--- config.mk ---
export PLATFORM = sky130hd
export DESIGN_NAME = layer_seq
export DESIGN_NICKNAME = d
export VERILOG_FILES = /design/src/common/scroll_pkg.sv /design/src/scroll/layer_seq.sv
export SDC_FILE = /design/constraint.sdc
export NUM_CORES = 1
export LEC_CHECK = 0
export BUFFER_PORTS_ARGS = -buffer_cell sky130_fd_sc_hd__buf_2
export CAP_MARGIN = 20
export CELL_PAD_IN_SITES_DETAIL_PLACEMENT = 1
export CELL_PAD_IN_SITES_GLOBAL_PLACEMENT = 1
export CORE_MARGIN = 4
export CORE_UTILIZATION = 32
export CTS_CLUSTER_DIAMETER = 100
export DETAILED_ROUTE_END_ITERATION = 7
export PLACE_DENSITY_LB_ADDON = 0.1
export SYNTH_ARGS = -nofsm -noshare
export SYNTH_HDL_FRONTEND = slang
export SYNTH_SLANG_ARGS = --single-unit
--- constraint.sdc ---
create_clock -name clk -period 8.7 [get_ports clk]
set_input_delay 0 -clock clk [delete_from_list [all_inputs] [get_ports clk]]
set_output_delay 0 -clock clk [all_outputs]
set_load 0.02 [all_outputs]
--- src/common/scroll_pkg.sv ---
// **********************************************************
// layer select encoding, memory words and tile sizes
// **********************************************************
package scroll_pkg;

    // one-hot layer select
    typedef logic [2:0] layer_t;

    localparam layer_t layer1 = 3'b001;
    localparam layer_t layer2 = 3'b010;
    localparam layer_t layer3 = 3'b100;

    typedef logic [15:0] vram_word_t;
    typedef logic [16:0] vram_addr_t;  // word address

    // eight 4-bit pixels, pixel 0 in the top nibble
    typedef logic [31:0] rom_word_t;
    typedef logic [19:0] rom_addr_t;

    localparam int tile_size1 = 8;
    localparam int tile_size2 = 16;
    localparam int tile_size3 = 32;

endpackage

--- src/scroll/layer_seq.sv ---
// **********************************************************
// per-line layer sequencer and line buffer half control
// **********************************************************
`timescale 1ns/1ns

module layer_seq (
    input  logic                   rst,
    input  logic                   clk,
    input  logic                   start,
    input  scroll_pkg::vram_word_t vram1_base,
    input  scroll_pkg::vram_word_t vram2_base,
    input  scroll_pkg::vram_word_t vram3_base,
    input  scroll_pkg::vram_word_t hpos1,
    input  scroll_pkg::vram_word_t vpos1,
    input  scroll_pkg::vram_word_t hpos2,
    input  scroll_pkg::vram_word_t vpos2,
    input  scroll_pkg::vram_word_t hpos3,
    input  scroll_pkg::vram_word_t vpos3,
    output scroll_pkg::layer_t     layer,
    output scroll_pkg::vram_word_t hpos,
    output scroll_pkg::vram_word_t vpos,
    output scroll_pkg::vram_word_t vram_base,
    output logic                   fetch_start,
    output logic                   fetch_abort,
    input  logic                   fetch_done,
    output logic                   wr_half,
    output logic                   rd_half,
    output logic                   done
);

    logic               last_start;
    logic               req;   // one pending line request
    logic               busy;
    logic               launch;
    logic               load;
    scroll_pkg::layer_t next_layer;

    assign fetch_abort = start & ~last_start;
    assign launch      = req & ~busy;

    always_comb begin
        load       = 1'b0;
        next_layer = layer;
        if (launch) begin
            load       = 1'b1;
            next_layer = scroll_pkg::layer1;
        end else if (busy && fetch_done && layer != scroll_pkg::layer3) begin
            load       = 1'b1;
            next_layer = scroll_pkg::layer_t'({layer[1:0], 1'b0});  // one-hot step
        end
    end

    always_ff @(posedge clk or posedge rst) begin
        if (rst) begin
            last_start  <= 1'b0;
            req         <= 1'b0;
            busy        <= 1'b0;
            layer       <= scroll_pkg::layer1;
            fetch_start <= 1'b0;
            done        <= 1'b0;
            rd_half     <= 1'b0;
            wr_half     <= 1'b1;
        end else begin
            last_start  <= start;
            fetch_start <= load;
            done        <= 1'b0;
            if (load) begin
                layer <= next_layer;
            end
            if (launch) begin
                wr_half <= ~wr_half;
                req     <= 1'b0;
                busy    <= 1'b1;
            end else if (busy && fetch_done && layer == scroll_pkg::layer3) begin
                busy <= 1'b0;
                done <= 1'b1;
            end
            // edge wins over the launch clearing req
            if (fetch_abort) begin
                req     <= 1'b1;
                rd_half <= ~rd_half;
            end
        end
    end

    // layer registers held for the fetcher
    always_ff @(posedge clk) begin
        if (load) begin
            case (next_layer)
                scroll_pkg::layer2: begin
                    hpos      <= hpos2;
                    vpos      <= vpos2;
                    vram_base <= vram2_base;
                end
                scroll_pkg::layer3: begin
                    hpos      <= hpos3;
                    vpos      <= vpos3;
                    vram_base <= vram3_base;
                end
                default: begin
                    hpos      <= hpos1;
                    vpos      <= vpos1;
                    vram_base <= vram1_base;
                end
            endcase
        end
    end

endmodule

# --- Word-level counts from Yosys, hierarchy flattened ---
# Cells that the tools add are included.
op_classes:
  n_reduce_logical: 5
  n_mul: 0
  n_div: 0
  add_sub_neg: 0
  bitwise_logic: 6
  muxes: 13
  eq_ne: 4
  order_cmp: 0
  shifts: 0
op_table:
  columns: ["operator", "n"]
  rows:
  - ["$pmux W16 S2", 3]
  - ["$mux W1", 8]
  - ["$eq A3 B3 Y1 const B", 2]
  - ["$mux W3", 2]
  - ["$not A1 Y1", 4]
  - ["$reduce_bool A2 Y1", 2]
  - ["$eq A3 B2 Y1 const B", 1]
  - ["$logic_and A1 B1 Y1", 3]
  - ["$ne A3 B3 Y1 const B", 1]
  - ["$and A1 B1 Y1", 2]
totals:
  elab_cells: 39
  ramBits: 0
  latchBits: 0
  mem_count: 0
  inputBits: 148
  mem_bits_ro: 0
  reg_bits: 58
  out_inout_bits: 56

# --- Longest topological paths before layout ---
logic_depth:
  word_depth: 6
  mapped_depth: 7
  depth_no_buf: 4

# --- Least setup slack after synthesis ---
# OpenSTA, ideal clock, no wires.
synth_path:
  kind: "flip-flop to flip-flop"
  start: "reg layer[1]"
  end: "reg hpos[0], enable pin"
  setup_ns: 0.465
  stages_incl_launch_ff: 4
  required_time_ns: 8.235
  path_buffers: 0
  path_slack_ns: 5.212
  synth_period_minus_slack_ns: 3.488
  t_arrival_ns: 3.023
  path_cell_list: "dfrtp_1 > nand2b_1 > nor2_1 > o21bai_1"
synth_between:
  elab_chain_cells: 4
synth_rtl:
  columns: ["element", "line_no", "source"]
  rows:
  - ["from (decl)", "layer_seq.sv:19", "output scroll_pkg::layer_t layer,"]
  - ["from (signal assigned)", "layer_seq.sv:58", "layer <= scroll_pkg::layer1;"]
  - ["from (signal assigned)", "layer_seq.sv:68", "layer <= next_layer;"]
  - ["$ne A3 B3 Y1", "layer_seq.sv:47", "end else if (busy && fetch_done && layer != scroll_pkg::layer3) begin"]
  - ["$logic_and A1 B1 Y1", "layer_seq.sv:47", null]
  - ["$mux W1", "layer_seq.sv:47", null]
  - ["$mux W1", "layer_seq.sv:44", "if (launch) begin"]
  - ["via load", "layer_seq.sv:35", "logic load;"]
  - ["to (signal assigned)", "layer_seq.sv:91", "hpos <= hpos2;"]
  - ["to (signal assigned)", "layer_seq.sv:96", "hpos <= hpos3;"]
  - ["to (signal assigned)", "layer_seq.sv:101", "hpos <= hpos1;"]
  - ["to (decl)", "layer_seq.sv:20", "output scroll_pkg::vram_word_t hpos,"]
# The timed path passes the listed nets, and every way through them passes these cells.
# A chain may end at the register's enable or synchronous reset.

# --- Worst setup path in the final report ---
layout_path:
  start: "reg layer[1]"
  end: "reg vram_base[14], data pin"
layout_between:
  elab_chain_cells: 6
  elab_cells_between_ends: 7
  cone_classes: "3 x eq/ne; 3 x mux; 1 x reduce/logical"
layout_rtl:
  columns: ["element", "line_no", "source"]
  rows:
  - ["$ne A3 B3 Y1", "layer_seq.sv:47", null]
  - ["$logic_and A1 B1 Y1", "layer_seq.sv:47", null]
  - ["$mux W3 *", "layer_seq.sv:47", null]
  - ["$mux W3 *", "layer_seq.sv:44", null]
  - ["$eq A3 B3 Y1 or $eq A3 B2 Y1 (tied branches)", "layer_seq.sv:89", "case (next_layer)"]
  - ["$pmux W16 S2 *", "layer_seq.sv:89", null]
  - ["to (signal assigned)", "layer_seq.sv:93", "vram_base <= vram2_base;"]
  - ["to (signal assigned)", "layer_seq.sv:98", "vram_base <= vram3_base;"]
  - ["to (signal assigned)", "layer_seq.sv:103", "vram_base <= vram1_base;"]
  - ["to (decl)", "layer_seq.sv:22", "output scroll_pkg::vram_word_t vram_base,"]
# Mark *: on every way between the ends. The rest lies on a longest branch, timed or not.

==> reports/qor.csv <==
metric,value,unit
outcome,"complete, no violations",
initial antenna violation count,1,
Max-Cap Viols,0,
# H-tree levels,3,
Final Hold Fails,0,
setup slack at placement,5.88,ns
Peak Freq,291,MHz
type of origin of the critical path,register,
Via-to-Cell Ratio,5.10,
"commonest cells after routing, fill and taps aside","203 x buf_2, 97 x dlygate4sd3_1, 48 x and3_1, 48 x a221o_1, 48 x edfxtp_1",
Die ar.,0.0102,sq mm
PnR worst setup slack,5.27,ns
Worst VDD drop,0.0991,mV
Cell Pwr Density,139,mW/mm^2
number of nets in the final layout,646,
Slew @ Worst Pin,1.08,ns
Finished Layout Cells,609,
"antenna viol nets, final",0,
HPWL Detailed,7570,um
row count,33,
post-synthesis cell count,204,
syn nets,352,
register area share after synthesis,0.613,
"Cell Area, Synth",0.00276,sq mm
multi-input logic area,990,sq um
endpoints failing setup,0,
GRT overflow,0,
share of the synthesized area in the top cell type,0.522,
Iteration-0 DRC Markers,120,
mean post-synth cell area,13.5,sq um
I/O pin cnt,204,
Die Y,101,um
Tot Pwr,703,uW
"Min Clock Period, post-route",3.43,ns
Crit. End Element,register,
IO Port Bufs,203,
Post-CTS Setup Bufs,0,
Worst-path clk slew,0.07,ns
max-slew violation count,0,
CTS root buffer,clkbuf_8,
crit path DAT,3.50,ns
largest net degree at the start of global routing,50,
"critical path fanouts, max",49,
Clock Sinks,58,
cts repair resizes,0,
drt total wl,12000,um
gpl congestion,0.777,
DR vias,3108,
vias in the first global route,3398,
post-route cell area,0.00507,sq mm
Setup CP Type,register to register,
drt first pass iters,5,
Synth area leaders,"edfxtp_1 52%, a221o_1 17%, and3_1 11%",
clk buf depth,2,
area added between synthesis and finish,83.4,%
"commonest non-fill, non-tap cell in the layout",buf_2,
CTS buffer count,9,
global-route wire length before repair,17600,um
Sum Neg Setup Slack,0,ns
period utilization,0.395,
Synth cell types,26,
DP Area,0.00389,sq mm
Slew HR,0.278,
unrepaired setup endpoints after global routing,no,
Skew-Pair Late Insertion Delay,0.33,ns
Setup Skew,0.00918,ns
Initial Utilization,0.333,
Residual DRC,0,
GRT Resource Usage Total,0.228,
worst hold slack,0.0362,ns
Worst Hold Class,primary input to register,
leading area contributor after synthesis,edfxtp_1,
Synth Register Bits,58,
Critical Path RT,8.77,ns
DIE WIDTH,101,um
Leak,2.51,nW
FF+latch area,0.00169,sq mm
Ys Warns,0,
# fillers,902,
DR WL/cell,19.7,um
utilization after layout,0.611,
core footprint,0.00830,sq mm
share of layout cells above drive strength 1,0.453,
Placed Cells,495,
CTS tree,built,
-- final timing paths --
check	startpoint	endpoint	slack (ns)	cells after the start
setup / recovery	layer[1]	vram_base[14]	5.27	6
hold / removal	hpos2[6]	hpos[6]	0.04	2
setup reg to reg	layer[1]	vram_base[14]	5.27	6
hold reg to reg	rd_half	rd_half	0.48	1
max in group asynchronous	rst	layer[0]	8.20	3
min in group asynchronous	rst	layer[1]	0.18	3
-- logic make-up (layout without fill, tap and decap cells) --
| kind of cell | Yosys count | count (layout) | synth area share |
|---|---|---|---|
| buffers and inverters | 24 | 323 | 0.0453 |
| AND/OR/NAND/NOR | 64 | 64 | 0.139 |
| AO/OA/AOI/OAI | 55 | 55 | 0.193 |
| other | 0 | 1 | 0 |
| XOR/XNOR | 2 | 2 | 0.00634 |
| flip-flops | 58 | 58 | 0.613 |
| multiplexers | 1 | 1 | 0.00362 |
-- critical path: stages, from the launching register on --
cell and delay (ns):
dfrtp_1 0.45, nand2b_1 0.24, o21ai_4 0.85, a21oi_4 0.36, buf_4 0.34, a221o_1 0.31
dlygate4sd3_1 0.61
-- routing by layer --
layer	up-vias	GRT usage	routed length (um)
li1	1435	-	-
met3	21	0.0637	1110
met1	1485	0.231	4070
met2	167	0.428	6480
met5	-	0	0
met4	0	0.108	348
-- cell usage after synthesis --
| master | count |
|---|---|
| dfstp_2 | 2 |
| o21ai_2 | 1 |
| o2bb2ai_1 | 1 |
| xor2_1 | 1 |
| nand3_1 | 2 |
| nor3b_1 | 1 |
| o21bai_1 | 1 |
| nor2_1 | 3 |
| clkbuf_1 | 13 |
| and3_1 | 48 |
| a221o_1 | 48 |
| buf_6 | 4 |
| o21ai_0 | 1 |
| nand2_1 | 6 |
| nor2b_4 | 1 |
| a21o_1 | 1 |
| a21boi_0 | 1 |
| nor3_1 | 1 |
| nand2b_1 | 2 |
| dfrtp_1 | 8 |
| mux2i_1 | 1 |
| xnor2_1 | 1 |
| buf_2 | 4 |
| inv_1 | 3 |
| a21oi_2 | 1 |
| edfxtp_1 | 48 |
-- final cells by class --
cell class / instances / area share
clock inverters: 1 / 0.000987
repair buffers: 304 / 0.402
diodes: 1 / 0.000494
clock buffers: 15 / 0.0390
flip-flops and latches: 58 / 0.334
multi-input cells: 122 / 0.195
inverters: 3 / 0.00222
well taps: 105 / 0.0259
-- state kept, by name, summed over array words and instances, names as in the netlist --
register / count
vpos: 16
hpos: 16
wr_half: 1
rd_half: 1
busy: 1
vram_base: 16
done: 1
fetch_start: 1
layer: 3
req: 1
last_start: 1
-- power by group --
part	switching, mW	total [mW]	internal, mW
clock network	0.108	0.253	0.144
logic	0.0546	0.127	0.0727
registers	0.00509	0.323	0.318
total	0.168	0.703	0.535
-- what timing repair did --
| item | CTS | global route |
|---|---|---|
| hold buffers | 97 | 0 |
| setup endpoints to repair | 0 | 0 |
| hold endpoints to repair | 60 | 0 |
No activity file was read; power rests on OpenSTA's default activity.
