===== config.mk =====
export PLATFORM = sky130hd
export DESIGN_NAME = tile_fetch
export DESIGN_NICKNAME = d
export VERILOG_FILES = /design/src/common/scroll_pkg.sv /design/src/common/video_pkg.sv /design/src/scroll/tile_fetch.sv
export SDC_FILE = /design/constraint.sdc
export NUM_CORES = 1
export LEC_CHECK = 0
export BUFFER_PORTS_ARGS = -buffer_cell sky130_fd_sc_hd__buf_4
export CELL_PAD_IN_SITES_DETAIL_PLACEMENT = 0
export CELL_PAD_IN_SITES_GLOBAL_PLACEMENT = 2
export CORE_MARGIN = 2
export CORE_UTILIZATION = 37
export CTS_CLUSTER_DIAMETER = 60
export DETAILED_ROUTE_END_ITERATION = 16
export GPL_TIMING_DRIVEN = 0
export PLACE_DENSITY_LB_ADDON = 0.1
export SYNTH_ARGS = -nofsm -noshare
export SYNTH_HDL_FRONTEND = slang
export SYNTH_SLANG_ARGS = --single-unit

===== constraint.sdc =====
create_clock -name clk -period 6.8 [get_ports clk]
set_input_delay 1.02 -clock clk [delete_from_list [all_inputs] [get_ports clk]]
set_output_delay 1.02 -clock clk [all_outputs]
set_load 0.01 [all_outputs]

===== src/common/scroll_pkg.sv =====
// **********************************************************
// layer select encoding, memory words and tile sizes
// **********************************************************
package scroll_pkg;

    // one-hot layer select
    typedef logic [2:0] layer_t;

    localparam layer_t layer1 = 3'b001;
    localparam layer_t layer2 = 3'b010;
    localparam layer_t layer3 = 3'b100;

    typedef logic [15:0] vram_word_t;
    typedef logic [16:0] vram_addr_t;  // word address

    // eight 4-bit pixels, pixel 0 in the top nibble
    typedef logic [31:0] rom_word_t;
    typedef logic [19:0] rom_addr_t;

    localparam int tile_size1 = 8;
    localparam int tile_size2 = 16;
    localparam int tile_size3 = 32;

endpackage


===== src/common/video_pkg.sv =====
// **********************************************************
// screen geometry and layer pixel format
// **********************************************************
package video_pkg;

    localparam int hcount_w  = 9;     // h and v counters
    localparam int buf_depth = 1024;  // two line halves of 512 pixels

    typedef logic [hcount_w-1:0] hcount_t;

    // upper 7 bits palette, lower 4 bits colour
    typedef logic [10:0] pixel_t;

    // top bit selects the buffer half, the rest is pixel x
    typedef logic [hcount_w:0] buf_addr_t;

    localparam pixel_t blank_pixel = 11'h1ff;  // outside active area

endpackage


===== src/scroll/tile_fetch.sv =====
// **********************************************************
// VRAM and ROM fetch engine, writes one layer line of pixels
// **********************************************************
`timescale 1ns/1ns

module tile_fetch #(
    parameter int active_start = 64,
    parameter int active_end   = 448
) (
    input  logic                   rst,
    input  logic                   clk,
    input  video_pkg::hcount_t     vrender,
    input  scroll_pkg::layer_t     layer,
    input  scroll_pkg::vram_word_t hpos,
    input  scroll_pkg::vram_word_t vpos,
    input  scroll_pkg::vram_word_t vram_base,
    input  logic                   wr_half,
    input  logic                   fetch_start,
    input  logic                   fetch_abort,
    output logic                   fetch_done,
    output scroll_pkg::vram_addr_t vram_addr,
    input  scroll_pkg::vram_word_t vram_data,
    input  logic                   vram_ok,
    output logic                   vram_cs,
    output scroll_pkg::rom_addr_t  rom_addr,
    input  scroll_pkg::rom_word_t  rom_data,
    input  logic                   rom_ok,
    output logic                   rom_cs,
    output logic                   buf_wr,
    output video_pkg::buf_addr_t   buf_addr,
    output video_pkg::pixel_t      buf_data
);

    typedef enum logic [2:0] {st_idle, st_code, st_attr, st_rom, st_pixel} state_t;

    state_t                 st;
    logic [5:0]             col;       // tile column in the map
    logic [1:0]             word_cnt;
    logic [2:0]             pix_cnt;
    logic [10:0]            sx;        // screen x of the next pixel
    scroll_pkg::vram_word_t code;
    logic [6:0]             pal;
    logic                   hflip;
    scroll_pkg::rom_word_t  pix_sr;

    scroll_pkg::vram_word_t ly;
    logic [5:0]             size;
    logic [5:0]             map_row;
    logic [5:0]             first_col;
    logic [4:0]             tile_row;
    logic [4:0]             hoff;
    logic [1:0]             last_word;
    logic [1:0]             word_idx;
    scroll_pkg::rom_addr_t  rom_next;
    scroll_pkg::vram_addr_t vram_word_addr;
    logic                   in_area;
    logic                   last_pix;

    always_comb begin
        ly = vpos + scroll_pkg::vram_word_t'(vrender);
        case (layer)
            scroll_pkg::layer2: begin
                size      = 6'(scroll_pkg::tile_size2);
                map_row   = ly[9:4];
                first_col = hpos[9:4];
            end
            scroll_pkg::layer3: begin
                size      = 6'(scroll_pkg::tile_size3);
                map_row   = ly[10:5];
                first_col = hpos[10:5];
            end
            default: begin
                size      = 6'(scroll_pkg::tile_size1);
                map_row   = ly[8:3];
                first_col = hpos[8:3];
            end
        endcase
        tile_row  = ly[4:0] & 5'(size - 6'd1);
        hoff      = hpos[4:0] & 5'(size - 6'd1);
        last_word = 2'((size >> 3) - 6'd1);
        word_idx  = hflip ? last_word - word_cnt : word_cnt;
        // (code * size + row) * words per row + word, kept to 20 bits
        rom_next  = scroll_pkg::rom_addr_t'((32'(code) * 32'(size) + 32'(tile_row))
                    * 32'(size >> 3) + 32'(word_idx));
    end

    // code at base*64 + index*2, attribute right after it
    assign vram_word_addr = scroll_pkg::vram_addr_t'({vram_base, 6'd0})
                          + scroll_pkg::vram_addr_t'({map_row, col, st == st_attr});
    assign in_area  = sx >= 11'(active_start) && sx < 11'(active_end);
    assign last_pix = pix_cnt == 3'd7;

    always_ff @(posedge clk or posedge rst) begin
        if (rst) begin
            st         <= st_idle;
            vram_cs    <= 1'b0;
            rom_cs     <= 1'b0;
            buf_wr     <= 1'b0;
            fetch_done <= 1'b0;
            col        <= '0;
            word_cnt   <= '0;
            pix_cnt    <= '0;
            sx         <= '0;
        end else begin
            fetch_done <= 1'b0;
            buf_wr     <= 1'b0;
            if (fetch_abort) begin
                st         <= st_idle;
                vram_cs    <= 1'b0;
                rom_cs     <= 1'b0;
                fetch_done <= st != st_idle || fetch_start;  // let the sequencer move on
            end else begin
                case (st)
                    st_idle: if (fetch_start) begin
                        st  <= st_code;
                        col <= first_col;
                        sx  <= 11'(active_start) - 11'(hoff);  // first tile may start early
                    end
                    st_code: begin
                        vram_cs <= !(vram_cs && vram_ok);
                        if (vram_cs && vram_ok) begin
                            st <= st_attr;
                        end
                    end
                    st_attr: begin
                        vram_cs <= !(vram_cs && vram_ok);
                        if (vram_cs && vram_ok) begin
                            st       <= st_rom;
                            word_cnt <= '0;
                        end
                    end
                    st_rom: begin
                        rom_cs <= !(rom_cs && rom_ok);
                        if (rom_cs && rom_ok) begin
                            st      <= st_pixel;
                            pix_cnt <= '0;
                        end
                    end
                    st_pixel: begin
                        buf_wr  <= in_area;
                        sx      <= sx + 11'd1;
                        pix_cnt <= pix_cnt + 3'd1;
                        if (last_pix) begin
                            if (word_cnt != last_word) begin
                                word_cnt <= word_cnt + 2'd1;
                                st       <= st_rom;
                            end else if (sx + 11'd1 >= 11'(active_end)) begin
                                st         <= st_idle;  // tile covered active_end-1
                                fetch_done <= 1'b1;
                            end else begin
                                col <= col + 6'd1;  // wraps at 64 tiles
                                st  <= st_code;
                            end
                        end
                    end
                    default: st <= st_idle;
                endcase
            end
        end
    end

    always_ff @(posedge clk) begin
        case (st)
            st_code: begin
                vram_addr <= vram_word_addr;
                if (vram_cs && vram_ok) begin
                    code <= vram_data;
                end
            end
            st_attr: begin
                vram_addr <= vram_word_addr;
                if (vram_cs && vram_ok) begin
                    pal   <= vram_data[6:0];
                    hflip <= vram_data[13];
                end
            end
            st_rom: begin
                rom_addr <= rom_next;
                if (rom_cs && rom_ok) begin
                    pix_sr <= rom_data;
                end
            end
            st_pixel: begin
                buf_addr <= {wr_half, sx[8:0]};
                buf_data <= {pal, hflip ? pix_sr[3:0] : pix_sr[31:28]};
                pix_sr   <= hflip ? pix_sr >> 4 : pix_sr << 4;  // reversed order on hflip
            end
            default: ;
        endcase
    end

endmodule


Word-level counts from Yosys, hierarchy flattened
Index checks and enable logic that the tools add are counted.
W data, S select, Z words.
- $add $sub $neg: 12
- equal/unequal tests: 20
- mux-type cells: 41
- $lt $le $gt $ge: 3
- reduce and logical (&&, ||, !) cells: 22
- multipliers: 2
- bitwise logic cells: 3
- operator list (kind ; count):
    $mux W32 ; 2
    $pmux W32 S2 ; 1
    $pmux W6 S2 ; 4
    $mux W6 ; 4
    $add A22 B5 Y23 ; 1
    $mul A23 B3 Y20 ; 1
    $mul A16 B6 Y22 ; 1
    $pmux W11 S2 ; 1
    $mux W3 ; 7
    $add A20 B2 Y20 ; 1
    $add A17 B13 Y17 ; 1
    $pmux W3 S5 ; 1
    $mux W1 ; 12
    $ne A2 B2 Y1 const B ; 6
    $ne A3 B3 Y1 const B ; 4
    $add A11 B1 Y11 const B ; 1
    $add A11 B9 Y11 ; 1
    $ge A11 B7 Y1 const B ; 1
    $ge A11 B9 Y1 const B ; 1
    $lt A11 B9 Y1 const B ; 1
    $mux W11 ; 1
    $and A5 B5 Y5 ; 2
    $mux W2 ; 5
    $reduce_and A5 Y1 ; 2
    27 further kinds ; 41
- input port bits: 115
- logic and storage cells: 120
- output and inout bits: 62
- flip-flop bits (word level): 143

Depth between registers and ports, before layout
Gate-level depths: netlist of run 1.
- depth after elaboration: 8
- depth in mapped cells: 31

Worst setup path after synthesis of run 1
OpenSTA, ideal clock, no wires.
- path kind: in2reg
- from: input layer[1]
- to: register rom_addr[19] (data pin)
- required time: 6.538 ns
- stages on the path: 30
- arrival: 7.307 ns
- buffers on the path: 3
- setup slack: -0.769 ns
- cell sequence: or3b_2 -> clkbuf_1 -> nand2_1 -> inv_1 -> clkbuf_1 -> clkbuf_1 -> nand2_1 -> fa_1 -> inv_1 -> ha_1 -> ha_1 -> ha_1 -> ha_1 -> and4_1 -> a221oi_1 -> nor2b_1 -> nor2_1 -> xor2_1 -> or2_2 -> fa_1 -> inv_1 -> ha_1 -> ha_1 -> a21o_1 -> nand2_1 -> o21ai_1 -> o41ai_2 -> o21ai_1 -> xnor2_1 -> xnor2_1
- cells in the longest elaborated chain, start to end: 7
- elaborated cells between the ends (all ways): 12
- RTL lines (element ; line ; RTL):
    start: declaration ; tile_fetch.sv:13 ; input scroll_pkg::layer_t layer,
    $eq A3 B3 Y1 or $eq A3 B2 Y1 (tied branches) ; tile_fetch.sv:61 ; case (layer)
    $pmux W6 S2 (*) ; tile_fetch.sv:61 ;
    parallel branches: the longest is 4 deep, another holds $add A22 B5 Y23 ; -- ;
    $add A20 B2 Y20 (*) ; tile_fetch.sv:84 ; * 32'(size >> 3) + 32'(word_idx));
    named net rom_next[19] ; tile_fetch.sv:54 ; scroll_pkg::rom_addr_t rom_next;
    end signal: assignment ; tile_fetch.sv:178 ; rom_addr <= rom_next;
    end: declaration ; tile_fetch.sv:25 ; output scroll_pkg::rom_addr_t rom_addr,
Mark *: on every way through the listed nets, which the timed path passes.
A chain may end at the register's enable or synchronous reset.

Final worst setup path of run 1
- from: input layer[0]
- to: register rom_addr[19] (data pin)
Same word-level chain as after synthesis.

==> run summary, run 1 <==
Fin cells: 1,565
Final TNS setup: 0 ns
Gr usage total: 19.3%
Outcome: finished, final reports clean
Mapped Area: 10,200 um2
Multi-input gate area: 6200 um2
Critical path class: input port to register
Max Cap Viol: 0
Power per cell area: 205 nW/um2
Number of buffers created by CTS: 17
Total Wirelength: 27,500 um
NumNets Final: 1,444
Share of cells above drive strength 1: 25.3%
Die height: 170 um
# hold bufs at CTS: 0
Sink Count: 143
Post-DP HPWL: 20,600 um
Startpoint types: input port
Vias in the first global route: 7,748
Die ar.: 29,000 um2
Global route overflow: 0
Synthesized flop and latch total: 143
Antenna viol nets, final: 0
Min Tclk post-route: 6.61 ns
Initial Util: 37.8%
Top post-synthesis cells by area: edfxtp_1, ha_1, dfrtp_1
Worst-Margin Slew: 1.29 ns
CP peak stage delay: 0.55 ns
Leak: 5.97 nW
Critical Path Sink Type: register
Fmax: 151 MHz
Fillers: 2,529
Top cell type's share of synthesized area: 33.4%
DR vias/cell: 5.04
Cell taking the most area after synthesis: edfxtp_1
DRC viols: 0
Endpoints failing setup: 0
Final Hold Viols: 0
Synthesized netlist net count: 1,245
Sequential Area: 4150 um2
Number of synthesized flops with an enable pin: 114
Most instantiated library cell after synthesis: nand2_1
CP max FO: 4
TritonCTS clock tree: built
Clock latency on the worst-skew pair: 0.43 ns
DRT iter0 DRCs: 448
Area of placed instances: 12,200 um2
First-pass GRT wire length: 43,000 um
HP Class: register to register
DR vias: 7,880
Largest net degree at the start of global routing: 34
Synthesis-to-finish area growth: 29.6%
Max-slew violation count: 0
Post-synthesis sequential area ratio: 40.5%
Pwr Total: 2.72 mW
Setup Skew: 0.0164 ns
Commonest cells in the netlist: nand2_1, ha_1, edfxtp_1
# rows: 60
Cell with the most instances on the worst path: ha_4
First-pass DRT Iterations: 5
Avg Cell Area, Syn: 10.5 um2
Post-synth ARST share: 20.3%
CORE AREA: 27,100 um2
Fin Hold WS: 0.424 ns
Slew Limit Headroom: 14.0%
CTS Root Cell: clkbuf_16
WL/cell: 17.5 um
Syn. warnings: 0
Cell variety after synth: 70
Syn Inst Count: 980
RePlAce Congestion: 0.781
Die Wd: 170 um
I/O pin count: 177
Slowest CP cell: fa_1
H-tree levels: 4
CTS max path bufs: 2
Data required time of the critical path: 6.98 ns
Top_reg_cell synth: edfxtp_1
Initial antenna violation count: 3
Tcrit/Tclk final: 97.2%
Clock slew at reported path FFs: 0.07 ns
Worst VDD drop: 0.119 mV
Final instance area: 13,300 um2
DP Cell Count: 1,514
Crit path DAT: 6.79 ns
I/O Buffers: 160
==> state kept, by name, summed over array words and instances, names as in the netlist, 6 cells and up <==
register and count:
sx 11, code 16, rom_addr 20, buf_data 11
pix_sr 32, col 6, vram_addr 17, buf_addr 10
pal 7
==> cells in the final DEF, fill, tap and decap left out, types with 5 or more instances in the layout <==
cell       netlist  final
a21oi_2          2      5
nor3_1          10     10
nand3_1         18     18
nand3b_1         5      5
ha_2             0      5
o21bai_1         9      9
nand2b_1         9      9
xnor2_1         46     42
and3_1          27     26
o211ai_1         6      6
ha_1           115     92
buf_4            0    184
a31oi_1          7      6
xor2_1          17     17
mux2i_1         27     27
ha_4             0     18
o22a_1           8      8
mux2_2           5      5
a221o_1          5      5
nor2b_1          5      5
clkbuf_1        32     18
nand2_1        116    111
inv_1           48     45
dfrtp_1         29     29
clkbuf_16        0     18
a21o_1          16     16
nor2_1          65     63
fa_1            35     34
edfxtp_1       114    114
a21oi_1         55     52
and2_1          21     22
o21ai_0         54     53
==> cells by family (layout without fill, tap and decap cells) <==
| family | Yosys count | count (layout) | synth area share (%) |
|---|---|---|---|
| multiplexers | 32 | 32 | 3.19 |
| buffers and inverters | 89 | 301 | 3.36 |
| XOR/XNOR | 63 | 63 | 5.38 |
| AO/OA/AOI/OAI | 200 | 200 | 12.6 |
| AND/OR/NAND/NOR | 302 | 302 | 14.1 |
| adder cells (fa/ha/maj) | 150 | 150 | 20.9 |
| flip-flops | 143 | 143 | 40.5 |
| other | 1 | 2 | 0.0366 |
==> what timing repair did <==
action                     in CTS  in global routing
setup endpoints to repair       8                  5
gates resized for setup        30                 51
setup buffers                   5                 18
pin swaps                      10                 28
==> metal layers <==
metal,track usage (%),wire length (um),up-vias
met5,0,31,-
met4,4.24,260,4
met2,28.8,11800,184
li1,-,-,3914
met3,3.93,1470,17
met1,28.9,13900,3761
==> area by class of cell <==
cell class,instances,area share [%]
inverters,48,1.45
plain buffers,35,1.74
repair buffers,186,10.8
multi-input cells,748,46.6
clock buffers,17,3.20
clock inverters,15,1.38
diodes,1,0.0188
well taps,372,3.50
flip-flops and latches,143,31.2
==> through the flow <==
step	utilization [%]	worst slack (ns)
3_3_place_gp	44.7	-1.23
3_5_place_dp	44.9	-1.21
4_1_cts	47.8	0.00894
5_1_grt	49.0	-0.0126
6_report	49.0	0.190
2_1_floorplan	-	0.00621
==> worst paths after layout <==
kind / start / end / slack [ns] / cells after the start
worst max register to register: code[1] / rom_addr[19] / 1.06 / 24
worst min register to register: pal[1] / buf_data[5] / 0.42 / 0
min in group asynchronous: rst / sx[7] / 0.60 / 2
worst max-delay path: layer[0] / rom_addr[19] / 0.19 / 27
max in group asynchronous: rst / col[3] / 5.71 / 3
worst min-delay path: pal[1] / buf_data[5] / 0.42 / 0
==> worst max-delay path, delay by kind of cell <==
family / cells / cell delay [ns]
fa+ha+maj: 8 / 2.49
simple gates: 7 / 1.36
compound gates: 4 / 0.86
buf+inv: 5 / 0.64
xor+xnor: 3 / 0.41
==> power breakdown <==
group          internal (mW)  switching (mW)  total, mW
Clock                  0.584           0.416      0.999
Sequential              1.01          0.0347       1.05
Combinational          0.324           0.352      0.675
Power figures use the tool's default switching activity.
==> run 2: changes to the inputs <==
- CELL_PAD_IN_SITES_DETAIL_PLACEMENT: 0 -> 1
==> run 2 against run 1 <==
Register-to-register slack improved by 0.03 ns. Maximum frequency rose by 0.82%. Setup slack improved by 0.054 ns. Cell area rose by 0.12%. Flip-flop and latch count did not move. Count of clock-buffer cells in the layout did not move. Core utilization rose by 0.060 points. Critical path type unchanged. Largest power group unchanged.
==> run summary, run 2 (synthesis results as in run 1) <==
Outcome: finished, final reports clean (unchanged)
Synthesis-to-finish area growth: 29.8% (was 29.6%)
Slew Limit Headroom: 18.7% (was 14.0%)
Most flops, register: pix_sr (unchanged)
Leak: 5.97 nW (about the same)
Endpoints failing setup: 0 (unchanged)
Fmax: 153 MHz (was 151 MHz)
Antenna viol nets, final: 0 (unchanged)
Top flop regs: pix_sr: 32 flops, rom_addr: 20 flops, vram_addr: 17 flops (unchanged)
Clock slew at reported path FFs: 0.08 ns (was 0.07 ns)
Slowest CP cell: fa_1 (unchanged)
# rows: 60 (unchanged)
Largest net degree at the start of global routing: 34 (unchanged)
I/O Buffers: 160 (unchanged)
Die height: 170 um (unchanged)
Die ar.: 29,000 um2 (unchanged)
DRT iter0 DRCs: 322 (was 448)
Critical path class: input port to register (unchanged)
Post-DP HPWL: 22,000 um (was 20,600 um)
NumNets Final: 1,447 (was 1,444)
Final setup margin: 0.244 ns (was 0.190 ns)
CP peak stage delay: 0.56 ns (was 0.55 ns)
Clock latency on the worst-skew pair: 0.43 ns (about the same)
I/O pin count: 177 (unchanged)
DRC viols: 0 (unchanged)
CP max FO: 4 (unchanged)
Sink Count: 143 (unchanged)
Initial Util: 37.8% (unchanged)
Global route overflow: 0 (unchanged)
Share of cells above drive strength 1: 25.6% (was 25.3%)
Max Cap Viol: 0 (unchanged)
Commonest non-fill, non-tap cell in the layout: buf_4 (unchanged)
Crit path DAT: 6.75 ns (was 6.79 ns)
Fillers: 2,983 (was 2,529)
Area of placed instances: 12,200 um2 (unchanged)
DP Cell Count: 1,514 (unchanged)
Startpoint types: input port (unchanged)
Tcrit/Tclk final: 96.4% (was 97.2%)
First-pass DRT Iterations: 4 (was 5)
WL/cell: 18.6 um (was 17.5 um)
Cell with the most instances on the worst path: ha_4 (unchanged)
CORE AREA: 27,100 um2 (unchanged)
Max-slew violation count: 0 (unchanged)
Fin cells: 1,568 (was 1,565)
Gr usage total: 20.7% (was 19.3%)
Min Tclk post-route: 6.56 ns (was 6.61 ns)
DR vias: 8,044 (was 7,880)
TritonCTS clock tree: built (unchanged)
HP Class: register to register (unchanged)
Data required time of the critical path: 6.99 ns (was 6.98 ns)
Die Wd: 170 um (unchanged)
Worst-Margin Slew: 1.22 ns (was 1.29 ns)
Critical Path Sink Type: register (unchanged)
Number of buffers created by CTS: 17 (unchanged)
DR vias/cell: 5.13 (was 5.04)
RePlAce Congestion: 0.781 (unchanged)
Worst VDD drop: 0.140 mV (was 0.119 mV)
Total Wirelength: 29,200 um (was 27,500 um)
CTS max path bufs: 2 (unchanged)
Setup Skew: 0.0175 ns (was 0.0164 ns)
Largest register FFs: 32 (unchanged)
Most frequent cells in the layout: buf_4, edfxtp_1, nand2_1, ha_1, nor2_1 (unchanged)
# hold bufs at CTS: 0 (unchanged)
CTS Root Cell: clkbuf_16 (unchanged)
Power per cell area: 205 nW/um2 (about the same)
Vias in the first global route: 8,297 (was 7,748)
Final Hold Viols: 0 (unchanged)
H-tree levels: 4 (unchanged)
Final instance area: 13,300 um2 (about the same)
First-pass GRT wire length: 46,000 um (was 43,000 um)
Initial antenna violation count: 3 (unchanged)
Setup WS pre-CTS: -1.22 ns (was -1.21 ns)
run 2: changes by cell type in the layout (fill, tap and decap cells not counted), moves of 2 or more:
cell	previous run	this run
buf_8	1	3
clkinvlp_4	3	5
ha_2	5	3
ha_4	18	21
run 2: final timing paths:
| path | end | cells after the start | slack, ns | from |
|---|---|---|---|---|
| min in group asynchronous | fetch_done | 2 | 0.59 | rst |
| max in group asynchronous | col[1] | 3 | 5.73 | rst |
| max reg2reg | rom_addr[19] | 24 | 1.09 | code[3] |
| min | buf_data[8] | 0 | 0.42 | pal[4] |
| min reg2reg | buf_data[8] | 0 | 0.42 | pal[4] |
| max | rom_addr[19] | 27 | 0.24 | layer[0] |
run 2: what timing repair did:
item | 4_1_cts | 5_1_grt
setup buffers | 7 | 18
setup endpoints to repair | 8 | 5
hold endpoints to repair | 0 | 0
gates resized for setup | 34 | 47
pin swaps | 14 | 27
run 2: area by class of cell:
class                           instances  area, um2  area share (%)
Buffer                                 36        239            1.80
Clock buffer                           17        425            3.20
Tap cell                              372        465            3.50
Antenna cell                            1       2.50          0.0188
Clock inverter                         15        159            1.19
Multi-Input combinational cell        748       6210            46.7
Sequential cell                       143       4150            31.2
Timing Repair Buffer                  188       1460            10.9
Inverter                               48        193            1.45
run 2: metrics by stage:
step	power (mW)	setup TNS, ns	hold WS [ns]	utilization, %
after floorplan	1.48	0	0.400	-
after global placement	1.69	-6.60	0.401	44.7
after detailed placement	1.70	-6.59	0.406	44.9
after CTS	2.72	0	0.421	47.9
after global routing	2.88	-0.0610	0.437	49.1
final	2.72	0	0.424	49.1
run 2: per-layer routing:
layer  global-route usage [%]  part of all wire (%)  wire length, um
met5                        0                  0.12               36
met4                     4.98                  0.93              272
met3                     3.93                   5.9             1710
met2                     32.0                    44            12900
met1                     30.0                    49            14200
run 2: report_power, final:
part / internal [mW] / switching, mW / total (mW)
clock: 0.546 / 0.434 / 0.979
combinational: 0.332 / 0.362 / 0.694
sequential: 1.01 / 0.0358 / 1.05
run 2: worst max-delay path, delay by kind of cell:
family,cells,cell delay [ns]
adder cells (fa/ha/maj),8,2.46
AO/OA/AOI/OAI,5,0.99
AND/OR/NAND/NOR,7,1.36
buffers and inverters,4,0.51
XOR/XNOR,3,0.41
==> run 3: changes to the inputs <==
- CORE_UTILIZATION: 37 -> 33
- clock period: 6.8 -> 5.8 ns (I/O delays scaled with it)
==> run 3 against run 2 <==
The flow now finishes with violations (setup timing). Critical path depth grew 3. Critical path type unchanged. Via count shrank 0.78%. Wire length grew 2.2%. Largest power group unchanged.
==> run summary, run 3 (synthesis results as in run 1) <==
Outcome: finished with violations (was finished, final reports clean)
Failing checks: setup timing
Initial antenna violation count: 0 (was 3)
Data required time of the critical path: 5.99 ns (was 6.99 ns)
Global route overflow: 0 (unchanged)
RSZ-0062 raised after global routing: yes
CTS max path bufs: 2 (unchanged)
Fmax: 157 MHz
Clock slew at reported path FFs: 0.07 ns (was 0.08 ns)
RR Endpoint: rom_addr[19] (unchanged)
Final instance area: 13,800 um2 (was 13,300 um2)
DR vias: 7,981 (was 8,044)
Final setup margin: -0.590 ns (was 0.244 ns)
Number of buffers created by CTS: 17 (unchanged)
Die Wd: 180 um (was 170 um)
Tcrit/Tclk final: 110%
I/O Buffers: 160 (unchanged)
Endpoints failing setup: 8 (was 0)
Fillers: 3,362 (was 2,983)
# rows: 64 (was 60)
Seq pwr share: 37.6% (was 38.6%)
First-pass GRT wire length: 46,900 um (was 46,000 um)
Fin Hold WS: 0.378 ns (was 0.424 ns)
Cell with the most instances on the worst path: ha_4 (unchanged)
CORE AREA: 30,600 um2 (was 27,100 um2)
HP Class: input port to asynchronous set/reset pin (was register to register)
Share of cells above drive strength 1: 28.7% (was 25.6%)
Total Wirelength: 29,800 um (was 29,200 um)
Leak: 6.15 nW (was 5.97 nW)
Worst-Margin Slew: 1.27 ns (was 1.22 ns)
CP peak stage delay: 0.55 ns (was 0.56 ns)
Antenna viol nets, final: 0 (unchanged)
Critical path class: input port to register (unchanged)
Power per cell area: 238 nW/um2 (was 205 nW/um2)
First-pass DRT Iterations: 4 (unchanged)
Vias in the first global route: 8,331 (was 8,297)
DRC viols: 0 (unchanged)
TritonCTS clock tree: built (unchanged)
Max-slew violation count: 0 (unchanged)
DRT iter0 DRCs: 297 (was 322)
Largest register FFs: 32 (unchanged)
Commonest non-fill, non-tap cell in the layout: buf_4 (unchanged)
Initial Util: 33.5% (was 37.8%)
Slowest CP cell: fa_1 (unchanged)
Worst Setup SP: layer[2] (was layer[0])
Die height: 180 um (was 170 um)
Min Tclk post-route: 6.39 ns
I/O pin count: 177 (unchanged)
Area of placed instances: 12,200 um2 (about the same)
CTS Root Cell: clkbuf_16 (unchanged)
Max Cap Viol: 0 (unchanged)
R2R Path Start: code[3] (unchanged)
FF-to-FF setup slack: 0.11 ns (was 1.09 ns)
Die ar.: 32,500 um2 (was 29,000 um2)
Critical Path Sink Type: register (unchanged)
Most frequent cells in the layout: buf_4, edfxtp_1, nand2_1, ha_1, nor2_1 (unchanged)
Worst VDD drop: 0.194 mV (was 0.140 mV)
Gr usage total: 18.4% (was 20.7%)
Setup Skew: 0.0125 ns (was 0.0175 ns)
Synthesis-to-finish area growth: 34.4% (was 29.8%)
Final Hold Viols: 0 (unchanged)
Clock latency on the worst-skew pair: 0.44 ns (was 0.43 ns)
H-tree levels: 4 (unchanged)
FF-to-FF path depth: 24 (unchanged)
Internal power: 2.30 mW (was 1.89 mW)
CP max FO: 5 (was 4)
Comb power frac: 26.6% (was 25.5%)
Clock share of power: 35.8% (was 36.0%)
Sw Ratio: 29.8% (was 30.5%)
Startpoint types: input port (unchanged)
Sink Count: 143 (unchanged)
Top flop regs: pix_sr: 32 flops, rom_addr: 20 flops, vram_addr: 17 flops (unchanged)
NumNets Final: 1,462 (was 1,447)
Most flops, register: pix_sr (unchanged)
Largest net degree at the start of global routing: 34 (unchanged)
RePlAce Congestion: 0.775 (was 0.781)
DR vias/cell: 4.97 (was 5.13)
Setup WS pre-CTS: -2.14 ns (was -1.22 ns)
NetSw: 0.976 mW (was 0.831 mW)
Post-DP HPWL: 22,200 um (was 22,000 um)
WL/cell: 18.5 um (was 18.6 um)
Fin util: 45.0% (was 49.1%)
Slew Limit Headroom: 15.1% (was 18.7%)
Crit path DAT: 6.58 ns (was 6.75 ns)
## run 3: cell types whose count changed in the layout (fill, tap and decap cells not counted), moves of 3 or more
cell,delta
nor2_1,-4
ha_1,-4
o21ai_0,-3
clkinvlp_4,-4
buf_4,+7
clkbuf_8,+5
clkinv_4,+3
clkinv_1,+3
nor2_2,+3
ha_4,+7
a21oi_2,+6
ha_2,-3
a21oi_1,-6
## run 3: layer usage
| layer | vias up | track usage, % | part of all wire (%) |
|---|---|---|---|
| li1 | 3953 | - | - |
| met1 | 3876 | 26.0 | 49 |
| met2 | 134 | 29.0 | 45 |
| met3 | 18 | 4.04 | 4.1 |
| met4 | 0 | 4.13 | 1.4 |
| met5 | - | 0 | 0 |
## run 3: area by class of cell
class	count	area (um2)	area share, %
well taps	396	495	3.60
inverters	48	193	1.40
diodes	1	2.50	0.0182
clock buffers	17	425	3.09
multi-input cells	748	6440	46.8
clock inverters	15	181	1.32
flip-flops and latches	143	4150	30.1
plain buffers	39	295	2.14
repair buffers	200	1590	11.5
## run 3: metrics by stage
stage	cells	total power, mW	TNS (ns)
2_1_floorplan	980	1.75	-3.73
3_3_place_gp	1536	1.99	-16.60
3_5_place_dp	1538	2.01	-16.86
4_1_cts	1587	3.28	-1.46
5_1_grt	1606	3.46	-4.26
6_report	1607	3.27	-2.68
## run 3: power groups by stage
| stage | logic [mW] | registers [mW] | clock network [mW] |
|---|---|---|---|
| global route | 0.977 | 1.24 | 1.24 |
| global placement | 0.738 | 1.25 | 0 |
| detailed placement | 0.751 | 1.25 | 0 |
| floorplan | 0.490 | 1.26 | 0 |
| CTS | 0.839 | 1.23 | 1.21 |
| finish | 0.870 | 1.23 | 1.17 |
## run 3: what timing repair did
item	4_1_cts	5_1_grt
pin swaps	44	24
setup buffers	20	18
cloned	0	0
endpoints found under the setup margin	12	8
hold buffers	0	0
resized for setup	82	35
## run 3: how the worst max path moves through the flow
stage              endpoint  depth (start not counted)
3_5_place_dp   rom_addr[19]                         28
3_3_place_gp   rom_addr[19]                         28
2_1_floorplan  rom_addr[19]                         30
4_1_cts        rom_addr[19]                         27
6_report       rom_addr[19]                         30
5_1_grt        rom_addr[19]                         30
## run 3: worst max-delay path, delay by kind of cell
kind / cells / cell delay [ns]
compound gates: 5 / 1.07
fa+ha+maj: 8 / 2.36
simple gates: 7 / 1.21
buf+inv: 7 / 0.71
xor+xnor: 3 / 0.35
